[config.mk]
export PLATFORM = sky130hd
export DESIGN_NAME = axi2apb_top
export DESIGN_NICKNAME = d
export VERILOG_FILES = /design/src/apb_bridge_pkg.sv /design/src/chan_fifo.sv /design/src/bridge_ctrl.sv /design/src/apb_master.sv /design/src/axi2apb_top.sv
export SDC_FILE = /design/constraint.sdc
export NUM_CORES = 1
export LEC_CHECK = 0
export ABC_CLOCK_PERIOD_IN_PS = 5300
export BUFFER_PORTS_ARGS = -buffer_cell sky130_fd_sc_hd__buf_2
export CORE_MARGIN = 2
export CORE_UTILIZATION = 40
export DETAILED_ROUTE_END_ITERATION = 16
export HOLD_SLACK_MARGIN = 0.15
export SLEW_MARGIN = 40
export SYNTH_ARGS = -nofsm -noshare
export SYNTH_HDL_FRONTEND = slang
export SYNTH_SLANG_ARGS = --single-unit
export TNS_END_PERCENT = 30
[constraint.sdc]
create_clock -name ACLK -period 5.3 [get_ports ACLK]
set_clock_uncertainty 0.1 [all_clocks]
set_input_delay 1.59 -clock ACLK [delete_from_list [all_inputs] [get_ports ACLK]]
set_output_delay 1.59 -clock ACLK [all_outputs]
set_load 0.005 [all_outputs]
[src/apb_bridge_pkg.sv]
/*
 * Shared definitions for the AXI4 to APB3 bridge.
 * Holds the bus widths, the FIFO depth, the response, state and opcode
 * enums, and the packed payload structs that travel on every AXI channel
 * and into the APB master. Modules import it inside their bodies and use
 * scoped names in their port lists.
 */
package apb_bridge_pkg;

    // ------------------------------------------------------------------
    // Widths and sizes
    // ------------------------------------------------------------------
    localparam int ADDR_W     = 32;  // AXI and APB address
    localparam int DATA_W     = 32;  // Single word, no strobes
    localparam int ID_W       = 4;   // AXI transaction ID
    localparam int FIFO_DEPTH = 2;   // Entries per channel FIFO

    // ------------------------------------------------------------------
    // Encodings
    // ------------------------------------------------------------------
    // The bridge only ever returns OKAY or SLVERR
    typedef enum logic [1:0] {
        OKAY   = 2'b00,
        EXOKAY = 2'b01,
        SLVERR = 2'b10,
        DECERR = 2'b11
    } axi_resp_e;

    // APB transfer phases
    typedef enum logic [1:0] {
        ST_IDLE   = 2'b00,
        ST_SETUP  = 2'b01,
        ST_ACCESS = 2'b10
    } bridge_state_e;

    typedef enum logic {
        OP_READ  = 1'b0,
        OP_WRITE = 1'b1
    } apb_op_e;

    // ------------------------------------------------------------------
    // Channel payloads
    // ------------------------------------------------------------------
    // Shared by AW and AR
    typedef struct packed {
        logic [ID_W-1:0]   id;
        logic [ADDR_W-1:0] addr;
    } axi_ax_t;

    typedef struct packed {
        logic [DATA_W-1:0] data;
    } axi_w_t;

    typedef struct packed {
        logic [ID_W-1:0] id;
        axi_resp_e       resp;
    } axi_b_t;

    typedef struct packed {
        logic [ID_W-1:0]   id;
        logic [DATA_W-1:0] data;
        axi_resp_e         resp;
    } axi_r_t;

    // One APB transfer as chosen by the control FSM
    typedef struct packed {
        apb_op_e           op;
        logic [ADDR_W-1:0] addr;
        logic [DATA_W-1:0] wdata;
        logic [ID_W-1:0]   id;
    } apb_cmd_t;

endpackage

[src/chan_fifo.sv]
/*
 * Generic in-order channel FIFO, one per AXI channel.
 * The payload type and the depth are parameters. ready_o is high while
 * there is room, valid_o is high while the head holds an item, and a
 * pushed item reaches the head on the following cycle.
 */
`timescale 1ns/1ps

module chan_fifo #(
    parameter type T     = logic,
    parameter int  DEPTH = 2
) (
    input  logic ACLK,
    input  logic ARESETn,

    input  logic push_i,
    input  T     data_i,
    output logic ready_o,

    output logic valid_o,
    output T     data_o,
    input  logic pop_i
);

    localparam int PTR_W = (DEPTH > 1) ? $clog2(DEPTH) : 1;
    localparam int CNT_W = $clog2(DEPTH + 1);

    T                 mem [DEPTH];
    logic [PTR_W-1:0] wr_ptr;
    logic [PTR_W-1:0] rd_ptr;
    logic [CNT_W-1:0] count;

    assign ready_o = (count != CNT_W'(DEPTH));
    assign valid_o = (count != '0);
    assign data_o  = mem[rd_ptr];

    // Storage, written at the tail
    always_ff @(posedge ACLK) begin
        if (push_i) begin
            mem[wr_ptr] <= data_i;
        end
    end

    // ------------------------------------------------------------------
    // Pointers and occupancy
    // ------------------------------------------------------------------
    always_ff @(posedge ACLK or negedge ARESETn) begin
        if (!ARESETn) begin
            wr_ptr <= '0;
            rd_ptr <= '0;
            count  <= '0;
        end else begin
            if (push_i) begin
                wr_ptr <= (wr_ptr == PTR_W'(DEPTH - 1)) ? '0 : wr_ptr + 1'b1;
            end
            if (pop_i) begin
                rd_ptr <= (rd_ptr == PTR_W'(DEPTH - 1)) ? '0 : rd_ptr + 1'b1;
            end
            case ({push_i, pop_i})
                2'b10:   count <= count + 1'b1;
                2'b01:   count <= count - 1'b1;
                default: count <= count;     // Idle, or push and pop together
            endcase
        end
    end

    // Overflow and underflow would break the ordering of the channel
    a_no_push_full: assert property (
        @(posedge ACLK) disable iff (!ARESETn)
        push_i |-> ready_o
    ) else $error("push into a full channel FIFO");

    a_no_pop_empty: assert property (
        @(posedge ACLK) disable iff (!ARESETn)
        pop_i |-> valid_o
    ) else $error("pop from an empty channel FIFO");

endmodule

[src/bridge_ctrl.sv]
/*
 * Control FSM of the bridge.
 * In idle it picks the next request from the FIFO heads, reads before
 * writes, and only when the matching response FIFO has room. It then runs
 * one APB setup cycle and an access phase that waits for PREADY. On the
 * PREADY cycle it pushes the response and pops the request entries.
 */
`timescale 1ns/1ps

module bridge_ctrl (
    input  logic                      ACLK,
    input  logic                      ARESETn,

    // Request FIFO heads
    input  logic                      aw_valid_i,
    input  logic                      w_valid_i,
    input  logic                      ar_valid_i,
    input  apb_bridge_pkg::axi_ax_t   aw_head_i,
    input  apb_bridge_pkg::axi_w_t    w_head_i,
    input  apb_bridge_pkg::axi_ax_t   ar_head_i,
    output logic                      aw_pop_o,
    output logic                      w_pop_o,
    output logic                      ar_pop_o,

    // Response FIFO space and pushes
    input  logic                      b_space_i,
    input  logic                      r_space_i,
    output logic                      b_push_o,
    output logic                      r_push_o,

    // APB master control
    output logic                      cmd_load_o,
    output apb_bridge_pkg::apb_cmd_t  cmd_o,
    output logic                      psel_o,
    output logic                      penable_o,
    input  logic                      pready_i
);

    import apb_bridge_pkg::*;

    bridge_state_e state_q;
    bridge_state_e state_d;
    apb_op_e       op_q;          // Direction of the transfer in flight

    logic rd_pick;
    logic wr_pick;
    logic done;

    // ------------------------------------------------------------------
    // Request selection with reads first
    // ------------------------------------------------------------------
    assign rd_pick    = ar_valid_i && r_space_i;
    assign wr_pick    = !rd_pick && aw_valid_i && w_valid_i && b_space_i;
    assign cmd_load_o = (state_q == ST_IDLE) && (rd_pick || wr_pick);

    always_comb begin
        cmd_o.op    = OP_WRITE;
        cmd_o.addr  = aw_head_i.addr;
        cmd_o.wdata = w_head_i.data;
        cmd_o.id    = aw_head_i.id;
        if (rd_pick) begin
            cmd_o.op    = OP_READ;
            cmd_o.addr  = ar_head_i.addr;
            cmd_o.wdata = '0;           // Unused on reads
            cmd_o.id    = ar_head_i.id;
        end
    end

    // ------------------------------------------------------------------
    // APB phase sequencing
    // ------------------------------------------------------------------
    always_comb begin
        state_d = state_q;
        case (state_q)
            ST_IDLE:   if (cmd_load_o) state_d = ST_SETUP;
            ST_SETUP:  state_d = ST_ACCESS;          // Always one cycle
            ST_ACCESS: if (pready_i) state_d = ST_IDLE;
            default:   state_d = ST_IDLE;
        endcase
    end

    always_ff @(posedge ACLK or negedge ARESETn) begin
        if (!ARESETn) begin
            state_q <= ST_IDLE;
            op_q    <= OP_READ;
        end else begin
            state_q <= state_d;
            if (cmd_load_o) begin
                op_q <= cmd_o.op;
            end
        end
    end

    assign psel_o    = (state_q != ST_IDLE);
    assign penable_o = (state_q == ST_ACCESS);

    // Completion moves the request out and the response in
    assign done     = (state_q == ST_ACCESS) && pready_i;
    assign r_push_o = done && (op_q == OP_READ);
    assign ar_pop_o = done && (op_q == OP_READ);
    assign b_push_o = done && (op_q == OP_WRITE);
    assign aw_pop_o = done && (op_q == OP_WRITE);
    assign w_pop_o  = done && (op_q == OP_WRITE);

    a_penable_needs_psel: assert property (
        @(posedge ACLK) disable iff (!ARESETn)
        penable_o |-> psel_o
    ) else $error("PENABLE high without PSEL");

    // Access phase must be preceded by exactly one setup cycle
    a_penable_after_setup: assert property (
        @(posedge ACLK) disable iff (!ARESETn)
        $rose(penable_o) |-> $past(psel_o && !penable_o)
    ) else $error("PENABLE rose without a setup cycle");

endmodule

[src/apb_master.sv]
/*
 * APB command register and response builder.
 * The command chosen by the control FSM is captured on load and drives
 * PADDR, PWRITE and PWDATA for the whole transfer. The B and R payloads
 * are formed from the stored ID together with PRDATA and PSLVERR, so the
 * response FIFOs can capture them on the PREADY cycle.
 */
`timescale 1ns/1ps

module apb_master (
    input  logic                                ACLK,
    input  logic                                ARESETn,

    input  logic                                cmd_load_i,
    input  apb_bridge_pkg::apb_cmd_t            cmd_i,

    // APB request side
    output logic [apb_bridge_pkg::ADDR_W-1:0]   paddr_o,
    output logic                                pwrite_o,
    output logic [apb_bridge_pkg::DATA_W-1:0]   pwdata_o,

    // APB completion side
    input  logic [apb_bridge_pkg::DATA_W-1:0]   prdata_i,
    input  logic                                pslverr_i,

    // Response payloads towards the B and R FIFOs
    output apb_bridge_pkg::axi_b_t              b_resp_o,
    output apb_bridge_pkg::axi_r_t              r_resp_o
);

    import apb_bridge_pkg::*;

    apb_cmd_t  cmd_q;
    axi_resp_e resp;

    // ------------------------------------------------------------------
    // Command register
    // ------------------------------------------------------------------
    always_ff @(posedge ACLK) begin
        if (cmd_load_i) begin
            cmd_q <= cmd_i;
        end
    end

    assign paddr_o  = cmd_q.addr;
    assign pwrite_o = (cmd_q.op == OP_WRITE);
    assign pwdata_o = cmd_q.wdata;

    // ------------------------------------------------------------------
    // Response builder
    // ------------------------------------------------------------------
    assign resp = pslverr_i ? SLVERR : OKAY;  // EXOKAY and DECERR never used

    always_comb begin
        b_resp_o.id   = cmd_q.id;
        b_resp_o.resp = resp;

        r_resp_o.id   = cmd_q.id;
        r_resp_o.data = prdata_i;
        r_resp_o.resp = resp;
    end

    // A new load never lands within setup and the first access cycle,
    // so PADDR holds from setup into access
    a_addr_stable: assert property (
        @(posedge ACLK) disable iff (!ARESETn)
        $past(cmd_load_i, 2) |->
            (!$past(cmd_load_i) && !cmd_load_i && $stable(paddr_o))
    ) else $error("APB address changed during a transfer");

endmodule

[src/axi2apb_top.sv]
/*
 * Top level of the AXI4 slave to APB3 master bridge.
 * Places one FIFO on each of the five AXI channels, the control FSM and
 * the APB master, and connects them to the outside ports. Single-beat
 * transfers only, so every read beat leaves with r_last_o set.
 */
`timescale 1ns/1ps

module axi2apb_top (
    input  logic                                ACLK,
    input  logic                                ARESETn,

    // AXI write address
    input  logic                                aw_valid_i,
    input  apb_bridge_pkg::axi_ax_t             aw_i,
    output logic                                aw_ready_o,

    // AXI write data
    input  logic                                w_valid_i,
    input  apb_bridge_pkg::axi_w_t              w_i,
    output logic                                w_ready_o,

    // AXI read address
    input  logic                                ar_valid_i,
    input  apb_bridge_pkg::axi_ax_t             ar_i,
    output logic                                ar_ready_o,

    // AXI write response
    output logic                                b_valid_o,
    output apb_bridge_pkg::axi_b_t              b_o,
    input  logic                                b_ready_i,

    // AXI read data
    output logic                                r_valid_o,
    output apb_bridge_pkg::axi_r_t              r_o,
    output logic                                r_last_o,
    input  logic                                r_ready_i,

    // APB3 master
    output logic                                psel_o,
    output logic                                penable_o,
    output logic                                pwrite_o,
    output logic [apb_bridge_pkg::ADDR_W-1:0]   paddr_o,
    output logic [apb_bridge_pkg::DATA_W-1:0]   pwdata_o,
    input  logic [apb_bridge_pkg::DATA_W-1:0]   prdata_i,
    input  logic                                pready_i,
    input  logic                                pslverr_i
);

    import apb_bridge_pkg::*;

    // FIFO heads towards the control
    logic     aw_head_valid, w_head_valid, ar_head_valid;
    axi_ax_t  aw_head, ar_head;
    axi_w_t   w_head;
    logic     aw_pop, w_pop, ar_pop;

    // Response side
    logic     b_space, r_space;
    logic     b_push, r_push;
    axi_b_t   b_resp;
    axi_r_t   r_resp;

    apb_cmd_t cmd;
    logic     cmd_load;

    assign r_last_o = 1'b1;   // Every read is a single beat

    // ------------------------------------------------------------------
    // Request FIFOs
    // ------------------------------------------------------------------
    chan_fifo #(.T(axi_ax_t), .DEPTH(FIFO_DEPTH)) u_aw_fifo (
        .ACLK    (ACLK),
        .ARESETn (ARESETn),
        .push_i  (aw_valid_i && aw_ready_o),
        .data_i  (aw_i),
        .ready_o (aw_ready_o),
        .valid_o (aw_head_valid),
        .data_o  (aw_head),
        .pop_i   (aw_pop)
    );

    chan_fifo #(.T(axi_w_t), .DEPTH(FIFO_DEPTH)) u_w_fifo (
        .ACLK    (ACLK),
        .ARESETn (ARESETn),
        .push_i  (w_valid_i && w_ready_o),
        .data_i  (w_i),
        .ready_o (w_ready_o),
        .valid_o (w_head_valid),
        .data_o  (w_head),
        .pop_i   (w_pop)
    );

    chan_fifo #(.T(axi_ax_t), .DEPTH(FIFO_DEPTH)) u_ar_fifo (
        .ACLK    (ACLK),
        .ARESETn (ARESETn),
        .push_i  (ar_valid_i && ar_ready_o),
        .data_i  (ar_i),
        .ready_o (ar_ready_o),
        .valid_o (ar_head_valid),
        .data_o  (ar_head),
        .pop_i   (ar_pop)
    );

    // ------------------------------------------------------------------
    // Response FIFOs
    // ------------------------------------------------------------------
    chan_fifo #(.T(axi_b_t), .DEPTH(FIFO_DEPTH)) u_b_fifo (
        .ACLK    (ACLK),
        .ARESETn (ARESETn),
        .push_i  (b_push),
        .data_i  (b_resp),
        .ready_o (b_space),
        .valid_o (b_valid_o),
        .data_o  (b_o),
        .pop_i   (b_valid_o && b_ready_i)
    );

    chan_fifo #(.T(axi_r_t), .DEPTH(FIFO_DEPTH)) u_r_fifo (
        .ACLK    (ACLK),
        .ARESETn (ARESETn),
        .push_i  (r_push),
        .data_i  (r_resp),
        .ready_o (r_space),
        .valid_o (r_valid_o),
        .data_o  (r_o),
        .pop_i   (r_valid_o && r_ready_i)
    );

    // ------------------------------------------------------------------
    // Control and APB datapath
    // ------------------------------------------------------------------
    bridge_ctrl u_ctrl (
        .ACLK       (ACLK),
        .ARESETn    (ARESETn),
        .aw_valid_i (aw_head_valid),
        .w_valid_i  (w_head_valid),
        .ar_valid_i (ar_head_valid),
        .aw_head_i  (aw_head),
        .w_head_i   (w_head),
        .ar_head_i  (ar_head),
        .aw_pop_o   (aw_pop),
        .w_pop_o    (w_pop),
        .ar_pop_o   (ar_pop),
        .b_space_i  (b_space),
        .r_space_i  (r_space),
        .b_push_o   (b_push),
        .r_push_o   (r_push),
        .cmd_load_o (cmd_load),
        .cmd_o      (cmd),
        .psel_o     (psel_o),
        .penable_o  (penable_o),
        .pready_i   (pready_i)
    );

    apb_master u_apb (
        .ACLK       (ACLK),
        .ARESETn    (ARESETn),
        .cmd_load_i (cmd_load),
        .cmd_i      (cmd),
        .paddr_o    (paddr_o),
        .pwrite_o   (pwrite_o),
        .pwdata_o   (pwdata_o),
        .prdata_i   (prdata_i),
        .pslverr_i  (pslverr_i),
        .b_resp_o   (b_resp),
        .r_resp_o   (r_resp)
    );

endmodule

# Word level (Yosys, flattened, before mapping)
# Memories as Yosys holds them, arrays and structs flattened.
# Index checks and enable logic that the tools add are counted.
totals:
  input_bits: 145
  regBits: 92
  out_inout_bits: 117
  elab_cells: 124
  ram_bits: 296
  memories: 5
op_classes:
  add_sub_neg: 20
  mux: 30
  bitwise: 1
  reduce_logical: 28
  n_eq_ne: 19
mem_list:
  columns: ["name", "words", "word_bits", "read_ports", "rd_clocked_by_memory_dff", "write_ports", "line_no", "text"]
  rows:
  - ["u_r_fifo.mem", 2, 38, 1, 0, 1, "chan_fifo.sv:28", "T mem [DEPTH];"]
  - ["u_ar_fifo.mem", 2, 36, 1, 0, 1, "chan_fifo.sv:28", null]
  - ["u_aw_fifo.mem", 2, 36, 1, 0, 1, "chan_fifo.sv:28", null]
  - ["u_w_fifo.mem", 2, 32, 1, 0, 1, "chan_fifo.sv:28", null]
  - ["u_b_fifo.mem", 2, 6, 1, 0, 1, "chan_fifo.sv:28", null]
op_table:
  columns: ["operator", "n"]
  rows:
  - ["two-way mux 69 bit", 1]
  - ["nonzero test 2 bit", 11]
  - ["two-way mux 1 bit", 20]
  - ["one-hot mux 2 bit (2 select lines)", 5]
  - ["logical AND 1 bit", 13]
  - ["== test 2 x 1 -> 1 bit, second input constant", 6]
  - ["== test 2 bit, second input constant", 6]
  - ["!= test 2 bit, second input constant", 6]
  - ["adder 1 bit, second input constant", 10]
  - ["adder 2 x 1 -> 2 bit, second input constant", 5]
  - ["subtractor 2 x 1 -> 2 bit, second input constant", 5]
  - ["two-way mux 2 bit", 3]
  - ["one-hot mux 2 bit (3 select lines)", 1]
  - ["logical NOT 2 bit", 1]
  - ["!= test 2 x 1 -> 1 bit, second input constant", 1]
  - ["AND reduction 2 bit", 1]
  - ["logical NOT 1 bit", 1]
  - ["logical OR 1 bit", 1]
  - ["inverter 1 bit", 1]

# Depth between registers and ports, before layout
# Gate-level depths: netlist (run 1).
depth:
  depth_word: 10
  ltp_mapped: 7

# Cells and area by module
# From an unflattened synthesis (run 1), not the netlist that was laid out.
unflattened:
  cells_unflattened: 752
  area_unflattened_um2: 15508.6
by_module_without_submodules:
  columns: ["module", "cells_each", "area_each_um2", "n_inst", "seq_area_each_um2"]
  rows:
  - ["chan_fifo (u_ar_fifo ...)", 128, 2934.1, 2, 2262.2]
  - ["chan_fifo (u_r_fifo)", 134, 2975.4, 1, 2382.3]
  - ["chan_fifo (u_w_fifo)", 116, 2648.8, 1, 2021.9]
  - ["apb_master", 110, 2376.0, 1, 2072.0]
  - ["bridge_ctrl", 94, 978.4, 1, 75.1]
  - ["chan_fifo (u_b_fifo)", 35, 619.3, 1, 460.4]
  - ["axi2apb_top", 7, 42.5, 1, 0.0]

# Worst setup path after synthesis (run 1)
# No wires, ideal clock.
synth_path:
  kind: "register -> register"
  start: "reg u_r_fifo.count[1]"
  end: "reg u_apb.cmd_q, in the netlist u_apb.b_resp_o[2], enable pin"
  path_stages_with_launch: 7
  path_slack_ns: 0.453
  n_path_buf: 2
  t_required_ns: 4.681
  arrival_time_ns: 4.228
  cell_sequence: "dfrtp_1 > inv_1 > o22a_1 > buf_6 > buf_6 > inv_2 > a21oi_1"
synth_between:
  elab_chain_len: 8
synth_lines:
  columns: ["element", "line_no", "text"]
  rows:
  - ["start, declared", "chan_fifo.sv:31", "logic [CNT_W-1:0] count;"]
  - ["start signal, assigned", "chan_fifo.sv:60", "2'b10: count <= count + 1'b1;"]
  - ["start signal, assigned", "chan_fifo.sv:61", "2'b01: count <= count - 1'b1;"]
  - ["start signal, assigned", "chan_fifo.sv:62", "default: count <= count;"]
  - ["!= test 2 bit (*)", "chan_fifo.sv:33", "assign ready_o = (count != CNT_W'(DEPTH));"]
  - ["logical AND 1 bit (*)", "bridge_ctrl.sv:52", "assign rd_pick = ar_valid_i && r_space_i;"]
  - ["logical NOT 1 bit", "bridge_ctrl.sv:53", "assign wr_pick = !rd_pick && aw_valid_i && w_valid_i && b_space_i;"]
  - ["logical AND 1 bit (3 in series)", "bridge_ctrl.sv:53", null]
  - ["logical OR 1 bit (*)", "bridge_ctrl.sv:54", "assign cmd_load_o = (state_q == ST_IDLE) && (rd_pick || wr_pick);"]
  - ["logical AND 1 bit (*)", "bridge_ctrl.sv:54", null]
  - ["via cmd_load", "axi2apb_top.sv:65", "logic cmd_load;"]
  - ["end signal, assigned", "apb_master.sv:41", "cmd_q <= cmd_i;"]
  - ["end, declared", "apb_master.sv:33", "apb_cmd_t cmd_q;"]
# The timed path passes the listed nets; every way through them passes the cells marked *.
# A chain may end at the register's enable or synchronous reset.

==> summary.md, run 1 <==
| Metric | Value |
|---|---|
| Run status | completed |
| Cell count of the worst reg-to-reg path | 4 |
| Max Freq | 0.269 GHz |
| Clock Latency Late Sink | 520 ps |
| Total Routed Length | 27,700 um |
| VDD IR-drop max | 0.325 mV |
| Max cap viols | 0 |
| CTS tree | built |
| Die X | 192 um |
| Setup tns final | 0 ps |
| Routed len/inst | 18.8 um |
| TritonCTS buffer count | 40 |
| Clock period minus worst slack | 3710 ps |
| Placement Cell Area | 16,000 um2 |
| Worst-path clk slew | 60 ps |
| Number of I/O pins | 262 |
| Drt initial violations | 326 |
| Worst path arrival time | 2020 ps |
| Gate count of the mapped netlist | 704 |
| Crit start category | flip-flop |
| GRT Total Usage | 0.148 |
| Post-CTS setup buffers | 0 |
| Worst Hold Path Cells | 1 |
| Power density over the cells | 578 nW/um2 |
| Avg Cell Area, Syn | 20.1 um2 |
| Vias in the first global route | 7,050 |
| R2r setup slk | 2700 ps |
| Post-synthesis sequential area ratio | 0.807 |
| # resized after CTS | 0 |
| Detail Route Antenna Nets | 0 |
| Global-route wire length before repair | 41,000 um |
| CP max FO | 24 |
| CP Class | flip-flop to primary output |
| Max Buffers Root-to-Sink | 3 |
| Netlist cell types | 28 |
| Number of synthesized register bits | 384 |
| Design area | 17,200 um2 |
| Initial Util | 0.407 |
| Die area | 36,900 um2 |
| Final Hold Viols | 0 |
| Hold Crit Class | flip-flop to flip-flop |
| GPL Wtd Cong | 0.767 |
| Share of cells above drive strength 1 | 0.383 |
| DRC violations left | 0 |
| Leakage | 6.60 nW |
| Hold Path End | u_ctrl.state_q[1] |
| H-tree depth | 2 |
| Overall power | 0.00992 W |
| Min-delay src | u_ctrl.state_q[1] |
| Via count | 6,976 |
| Reg2reg start | u_aw_fifo.count[0] |
| Fin nets | 1,138 |
| Critical path cell sequence | buf_4 -> mux2_2 -> buf_2 |
| Period utilization | 0.701 |
| Total clock sinks | 384 |
| DP HPWL | 17,500 um |
| Mapped cell area | 14,100 um2 |
| Die height | 192 um |
| Vias/cell | 4.73 |
| 1st-pass router iterations | 5 |
| Critical-path top delay cell | dfrtp_2 |
| # hold bufs at CTS | 0 |
| Final WS setup | 1590 ps |
| Ys Warns | 0 |
| Clock root cell | clkbuf_16 |
| Largest net degree at the start of global routing | 70 |
| Total grt overflow | 0 |
| RSZ-0062 raised after global routing | false |
| Row count | 68 |
| Slew @ Worst Pin | 845 ps |
| Max stage delay on crit path | 690 ps |
| Slew Limit Fails | 0 |
| Initial antenna violation count | 6 |
| Post-Place Setup Slack | 1790 ps |
| Slew Limit Headroom | 0.437 |
| Core Footprint | 34,700 um2 |
| PortBufs | 258 |
| FF-to-FF End | u_apb.paddr_o[10] |
| Syn-to-layout area delta | 21.5% |
| Final setup viols | 0 |
| WP data required | 3610 ps |
| CP endpoint kind | primary output |
==> worst max path at each step <==
| stage | startpoint | end | slack, ps | cells after the start |
|---|---|---|---|---|
| after floorplan | u_r_fifo.count[1] | u_apb.b_resp_o[2] | 450 | 6 |
| after global placement | u_r_fifo.rd_ptr | r_o[37] | 1910 | 3 |
| after detailed placement | u_r_fifo.rd_ptr | r_o[37] | 1790 | 3 |
| after CTS | u_r_fifo.rd_ptr | r_o[37] | 1240 | 3 |
| after global routing | u_r_fifo.rd_ptr | r_o[37] | 1480 | 3 |
| final | u_r_fifo.rd_ptr | r_o[34] | 1590 | 3 |
==> sequential cells by signal (all words and copies together) (netlist names), 4 cells and up <==
name,flops
u_r_fifo.mem,74
u_ar_fifo.mem,72
u_aw_fifo.mem,72
u_w_fifo.mem,64
u_apb.paddr_o,32
u_apb.pwdata_o,32
u_b_fifo.mem,10
u_apb.b_resp_o,4
==> cells by family (layout without fill, tap and decap cells) <==
logic type / Yosys count / after routing / share of synthesized area
compound gates: 7 / 7 / 0.00310
mux: 182 / 182 / 0.133
xor+xnor: 25 / 25 / 0.0155
fa+ha+maj: 5 / 5 / 0.00442
simple gates: 64 / 64 / 0.0206
other cells: 2 / 6 / 0.000531
buf+inv: 35 / 346 / 0.0160
flops: 384 / 384 / 0.807
==> cells in the final DEF, fill, tap and decap left out, drive strengths merged, types with 4 or more instances in the layout <==
master  count
inv        10
edfxtp    361
dfrtp      23
clkinv     17
ha          5
mux2       42
nand2b      5
buf       269
nor2       44
xnor2      19
clkbuf     48
nand2       4
xor2        6
mux2i     140
==> cell usage after synthesis <==
cell | n | share of area
edfxtp_1 | 361 | 0.77
mux2i_1 | 140 | 0.099
nor2_1 | 44 | 0.012
mux2_2 | 42 | 0.033
dfrtp_1 | 23 | 0.041
xnor2_1 | 19 | 0.012
buf_2 | 10 | 0.0035
buf_4 | 8 | 0.0042
inv_1 | 6 | 0.0016
xor2_1 | 6 | 0.0037
buf_6 | 5 | 0.0040
ha_1 | 5 | 0.0044
nand2b_1 | 5 | 0.0022
clkbuf_4 | 4 | 0.0021
nand2_1 | 4 | 0.0011
a21oi_1 | 3 | 0.0011
and2_1 | 3 | 0.0013
and3_1 | 3 | 0.0013
conb_1 | 2 | 0.00053
o22a_1 | 2 | 0.0012
or2_2 | 2 | 0.00088
a31oi_1 | 1 | 0.00044
clkbuf_1 | 1 | 0.00027
inv_2 | 1 | 0.00027
nand3_2 | 1 | 0.00071
nand3b_2 | 1 | 0.00080
nor2b_2 | 1 | 0.00062
o21ai_0 | 1 | 0.00035
==> per-layer routing <==
metal	vias up	global-route usage	routed length (um)
met5	-	0	40
met4	6	0.0440	539
met3	48	0.0413	1940
met2	234	0.236	12800
met1	3427	0.197	12400
li1	3261	-	-
==> worst max-delay path, delay by kind of cell (launching register included) <==
| family | cells | cell delay (ps) |
|---|---|---|
| buffers and inverters | 2 | 450 |
| DFF | 1 | 690 |
| muxes | 1 | 360 |
==> power by group <==
part / internal, W / leakage [nW] / switching, W
registers: 0.00444 / 3.63 / 0.000362
logic: 0.00110 / 2.38 / 0.00149
clock network: 0.00145 / 0.592 / 0.00109
total: 0.00698 / 6.60 / 0.00294
==> per-stage QoR <==
stage | hold slack, ps | util | instances
detailed placement | 382 | 0.460 | 1401
global placement | 372 | 0.459 | 1399
floorplan | 349 | - | 705
finish | 384 | 0.495 | 1474
CTS | 390 | 0.495 | 1471
global route | 406 | 0.495 | 1472
==> area by class of cell <==
| cell class | count | area (um2) |
|---|---|---|
| Tap cell | 455 | 569 |
| Sequential cell | 384 | 11400 |
| Clock inverter | 22 | 126 |
| Inverter | 7 | 26.3 |
| Timing Repair Buffer | 269 | 1390 |
| Fill cell | 2890 | 17500 |
| Antenna cell | 3 | 7.51 |
| Multi-Input combinational cell | 286 | 2560 |
| Clock buffer | 48 | 1070 |
Note: power is estimated with default switching activity, not from simulation.
==> inputs of run 2 (changes only) <==
ABC_CLOCK_PERIOD_IN_PS = 3900   (was 5300)
clock period = 3.9 ns   (was 5.3 ns; I/O delays follow)
==> summary.md, run 2 (synthesized netlist as in run 1, its figures left out) <==
| Metric | Value |
|---|---|
| 1st-pass router iterations | 7 (+2) |
| Worst-path clk slew | 60 ps (about the same) |
| Clock period minus worst slack | 3290 ps |
| Design area | 17,200 um2 (+0.32%) |
| Run status | completed |
| Vias/cell | 4.70 (-0.78%) |
| GRT Total Usage | 0.150 (+0.00230) |
| CTS tree | built |
| CP Class | flip-flop to primary output |
| Register area | 11,400 um2 (about the same) |
| Share of cells above drive strength 1 | 0.381 (-0.00173) |
| Core Footprint | 34,700 um2 (unchanged) |
| Via count | 6,931 (-0.65%) |
| Drt initial violations | 268 (-18%) |
| Final setup viols | 0 (unchanged) |
| Max Buffers Root-to-Sink | 3 (unchanged) |
| Most common cell after layout, fill and taps aside | edfxtp_1 |
| Biggest register | u_r_fifo.mem |
| Die X | 192 um (unchanged) |
| Largest register FFs | 74 (unchanged) |
| Vias in the first global route | 7,208 (+2.2%) |
| Max cap viols | 0 (unchanged) |
| Hold Crit Class | flip-flop to flip-flop |
| DP HPWL | 17,800 um (+1.9%) |
| Total clock sinks | 384 (unchanged) |
| Routed len/inst | 19.0 um (+1.0%) |
| Post-CTS setup buffers | 0 (unchanged) |
| TritonCTS buffer count | 39 (-2.5%) |
| GPL Wtd Cong | 0.727 (-5.1%) |
| Worst path arrival time | 2020 ps (about the same) |
| Total Routed Length | 28,000 um (+1.1%) |
| Overall power | 0.0137 W (+38%) |
| Die height | 192 um (unchanged) |
| Crit start category | flip-flop |
| Initial Util | 0.407 (unchanged) |
| Global-route wire length before repair | 41,600 um (+1.5%) |
| CP bufs+invs | 2 (unchanged) |
| # hold bufs at CTS | 0 (unchanged) |
| Footprint of the multi-input gates | 2560 um2 (unchanged) |
| Leakage | 6.63 nW (+0.48%) |
| Number of I/O pins | 262 (unchanged) |
| R2r setup slk | 1680 ps (-1020 ps) |
| Slew Limit Headroom | 0.483 (+0.0461) |
| Clock Latency Late Sink | 520 ps (about the same) |
| DRC violations left | 0 (unchanged) |
| Slew Limit Fails | 0 (unchanged) |
| Clock root cell | clkbuf_16 |
| Biggest regs | u_r_fifo.mem x74, u_ar_fifo.mem x72, u_aw_fifo.mem x72 |
| VDD IR-drop max | 0.428 mV (+32%) |
| Critical path cell sequence | buf_4 -> mux2_2 -> buf_2 |
| Max stage delay on crit path | 540 ps (-150 ps) |
| CP max FO | 31 (+29%) |
| Placement Cell Area | 16,000 um2 (about the same) |
| Syn-to-layout area delta | 21.9% |
| Setup tns final | 0 ps (unchanged) |
| Slew @ Worst Pin | 776 ps (-69.2 ps) |
| Total grt overflow | 0 (unchanged) |
| Die area | 36,900 um2 (unchanged) |
| Post-Place Setup Slack | 1070 ps (-722 ps) |
| Fin nets | 1,138 (unchanged) |
| Cell family with most CP delay | buffers and inverters |
| PortBufs | 258 (unchanged) |
| Period utilization | 0.843 |
| H-tree depth | 2 (unchanged) |
| # resized after CTS | 0 (unchanged) |
| Detail Route Antenna Nets | 0 (unchanged) |
| Critical-path top delay cell | dfrtp_1 |
| Power density over the cells | 794 nW/um2 (+37%) |
| Layout filler cell count | 2,923 (+1.1%) |
| WP data required | 2630 ps (-980 ps) |
| CP endpoint kind | primary output |
| Row count | 68 (unchanged) |
| Final WS setup | 614 ps (-972 ps) |
| Most frequent cells in the layout | 361 x edfxtp_1, 258 x buf_2, 140 x mux2i_1, 42 x mux2_2 |
| Final Hold Viols | 0 (unchanged) |
| Max Freq | 0.304 GHz |
| RSZ-0062 raised after global routing | false |
| Initial antenna violation count | 9 (+3) |
| Largest net degree at the start of global routing | 55 (-21%) |
## run 2: final timing paths
path / start / endpoint / cells past startpoint
worst max-delay path: u_r_fifo.rd_ptr / r_o[27] / 3
worst min-delay path: u_b_fifo.count[1] / u_b_fifo.count[1] / 1
worst max register to register: u_r_fifo.count[1] / u_apb.paddr_o[14] / 4
worst min register to register: u_b_fifo.count[1] / u_b_fifo.count[1] / 1
max in group asynchronous: ARESETn / u_aw_fifo.rd_ptr / 1
min in group asynchronous: ARESETn / u_w_fifo.rd_ptr / 1
## run 2: routing by layer
metal  up-vias  track usage  wire length [um]
met5         -            0                80
met4        12       0.0423               589
met3        59       0.0457              2140
met2       231        0.242             12900
met1      3360        0.197             12300
li1       3269            -                 -
## run 2: worst register-to-register path, cell delays in order, from the launching register on
cell	delay, ps
dfrtp_1	370
inv_1	100
o22a_4	400
buf_4	710
mux2i_1	240
## run 2: metrics by stage
stage | cells | hold WS [ps] | utilization
finish | 1476 | 383 | 0.496
global route | 1475 | 403 | 0.496
CTS | 1473 | 391 | 0.496
detailed placement | 1402 | 382 | 0.460
global placement | 1402 | 371 | 0.459
floorplan | 705 | 349 | -
## run 2: area by class of cell
class,instances,share of cell area
Antenna cell,3,0.000436
Clock buffer,45,0.0592
Clock inverter,26,0.0138
Inverter,7,0.00152
Multi-Input combinational cell,286,0.149
Sequential cell,384,0.663
Tap cell,455,0.0330
Timing Repair Buffer,270,0.0804
## run 2: power by group
part	switching (W)	internal (W)	total (W)	leakage (nW)
registers	0.000636	0.00603	0.00666	3.63
clock network	0.00150	0.00215	0.00364	0.623
logic	0.00189	0.00150	0.00338	2.38
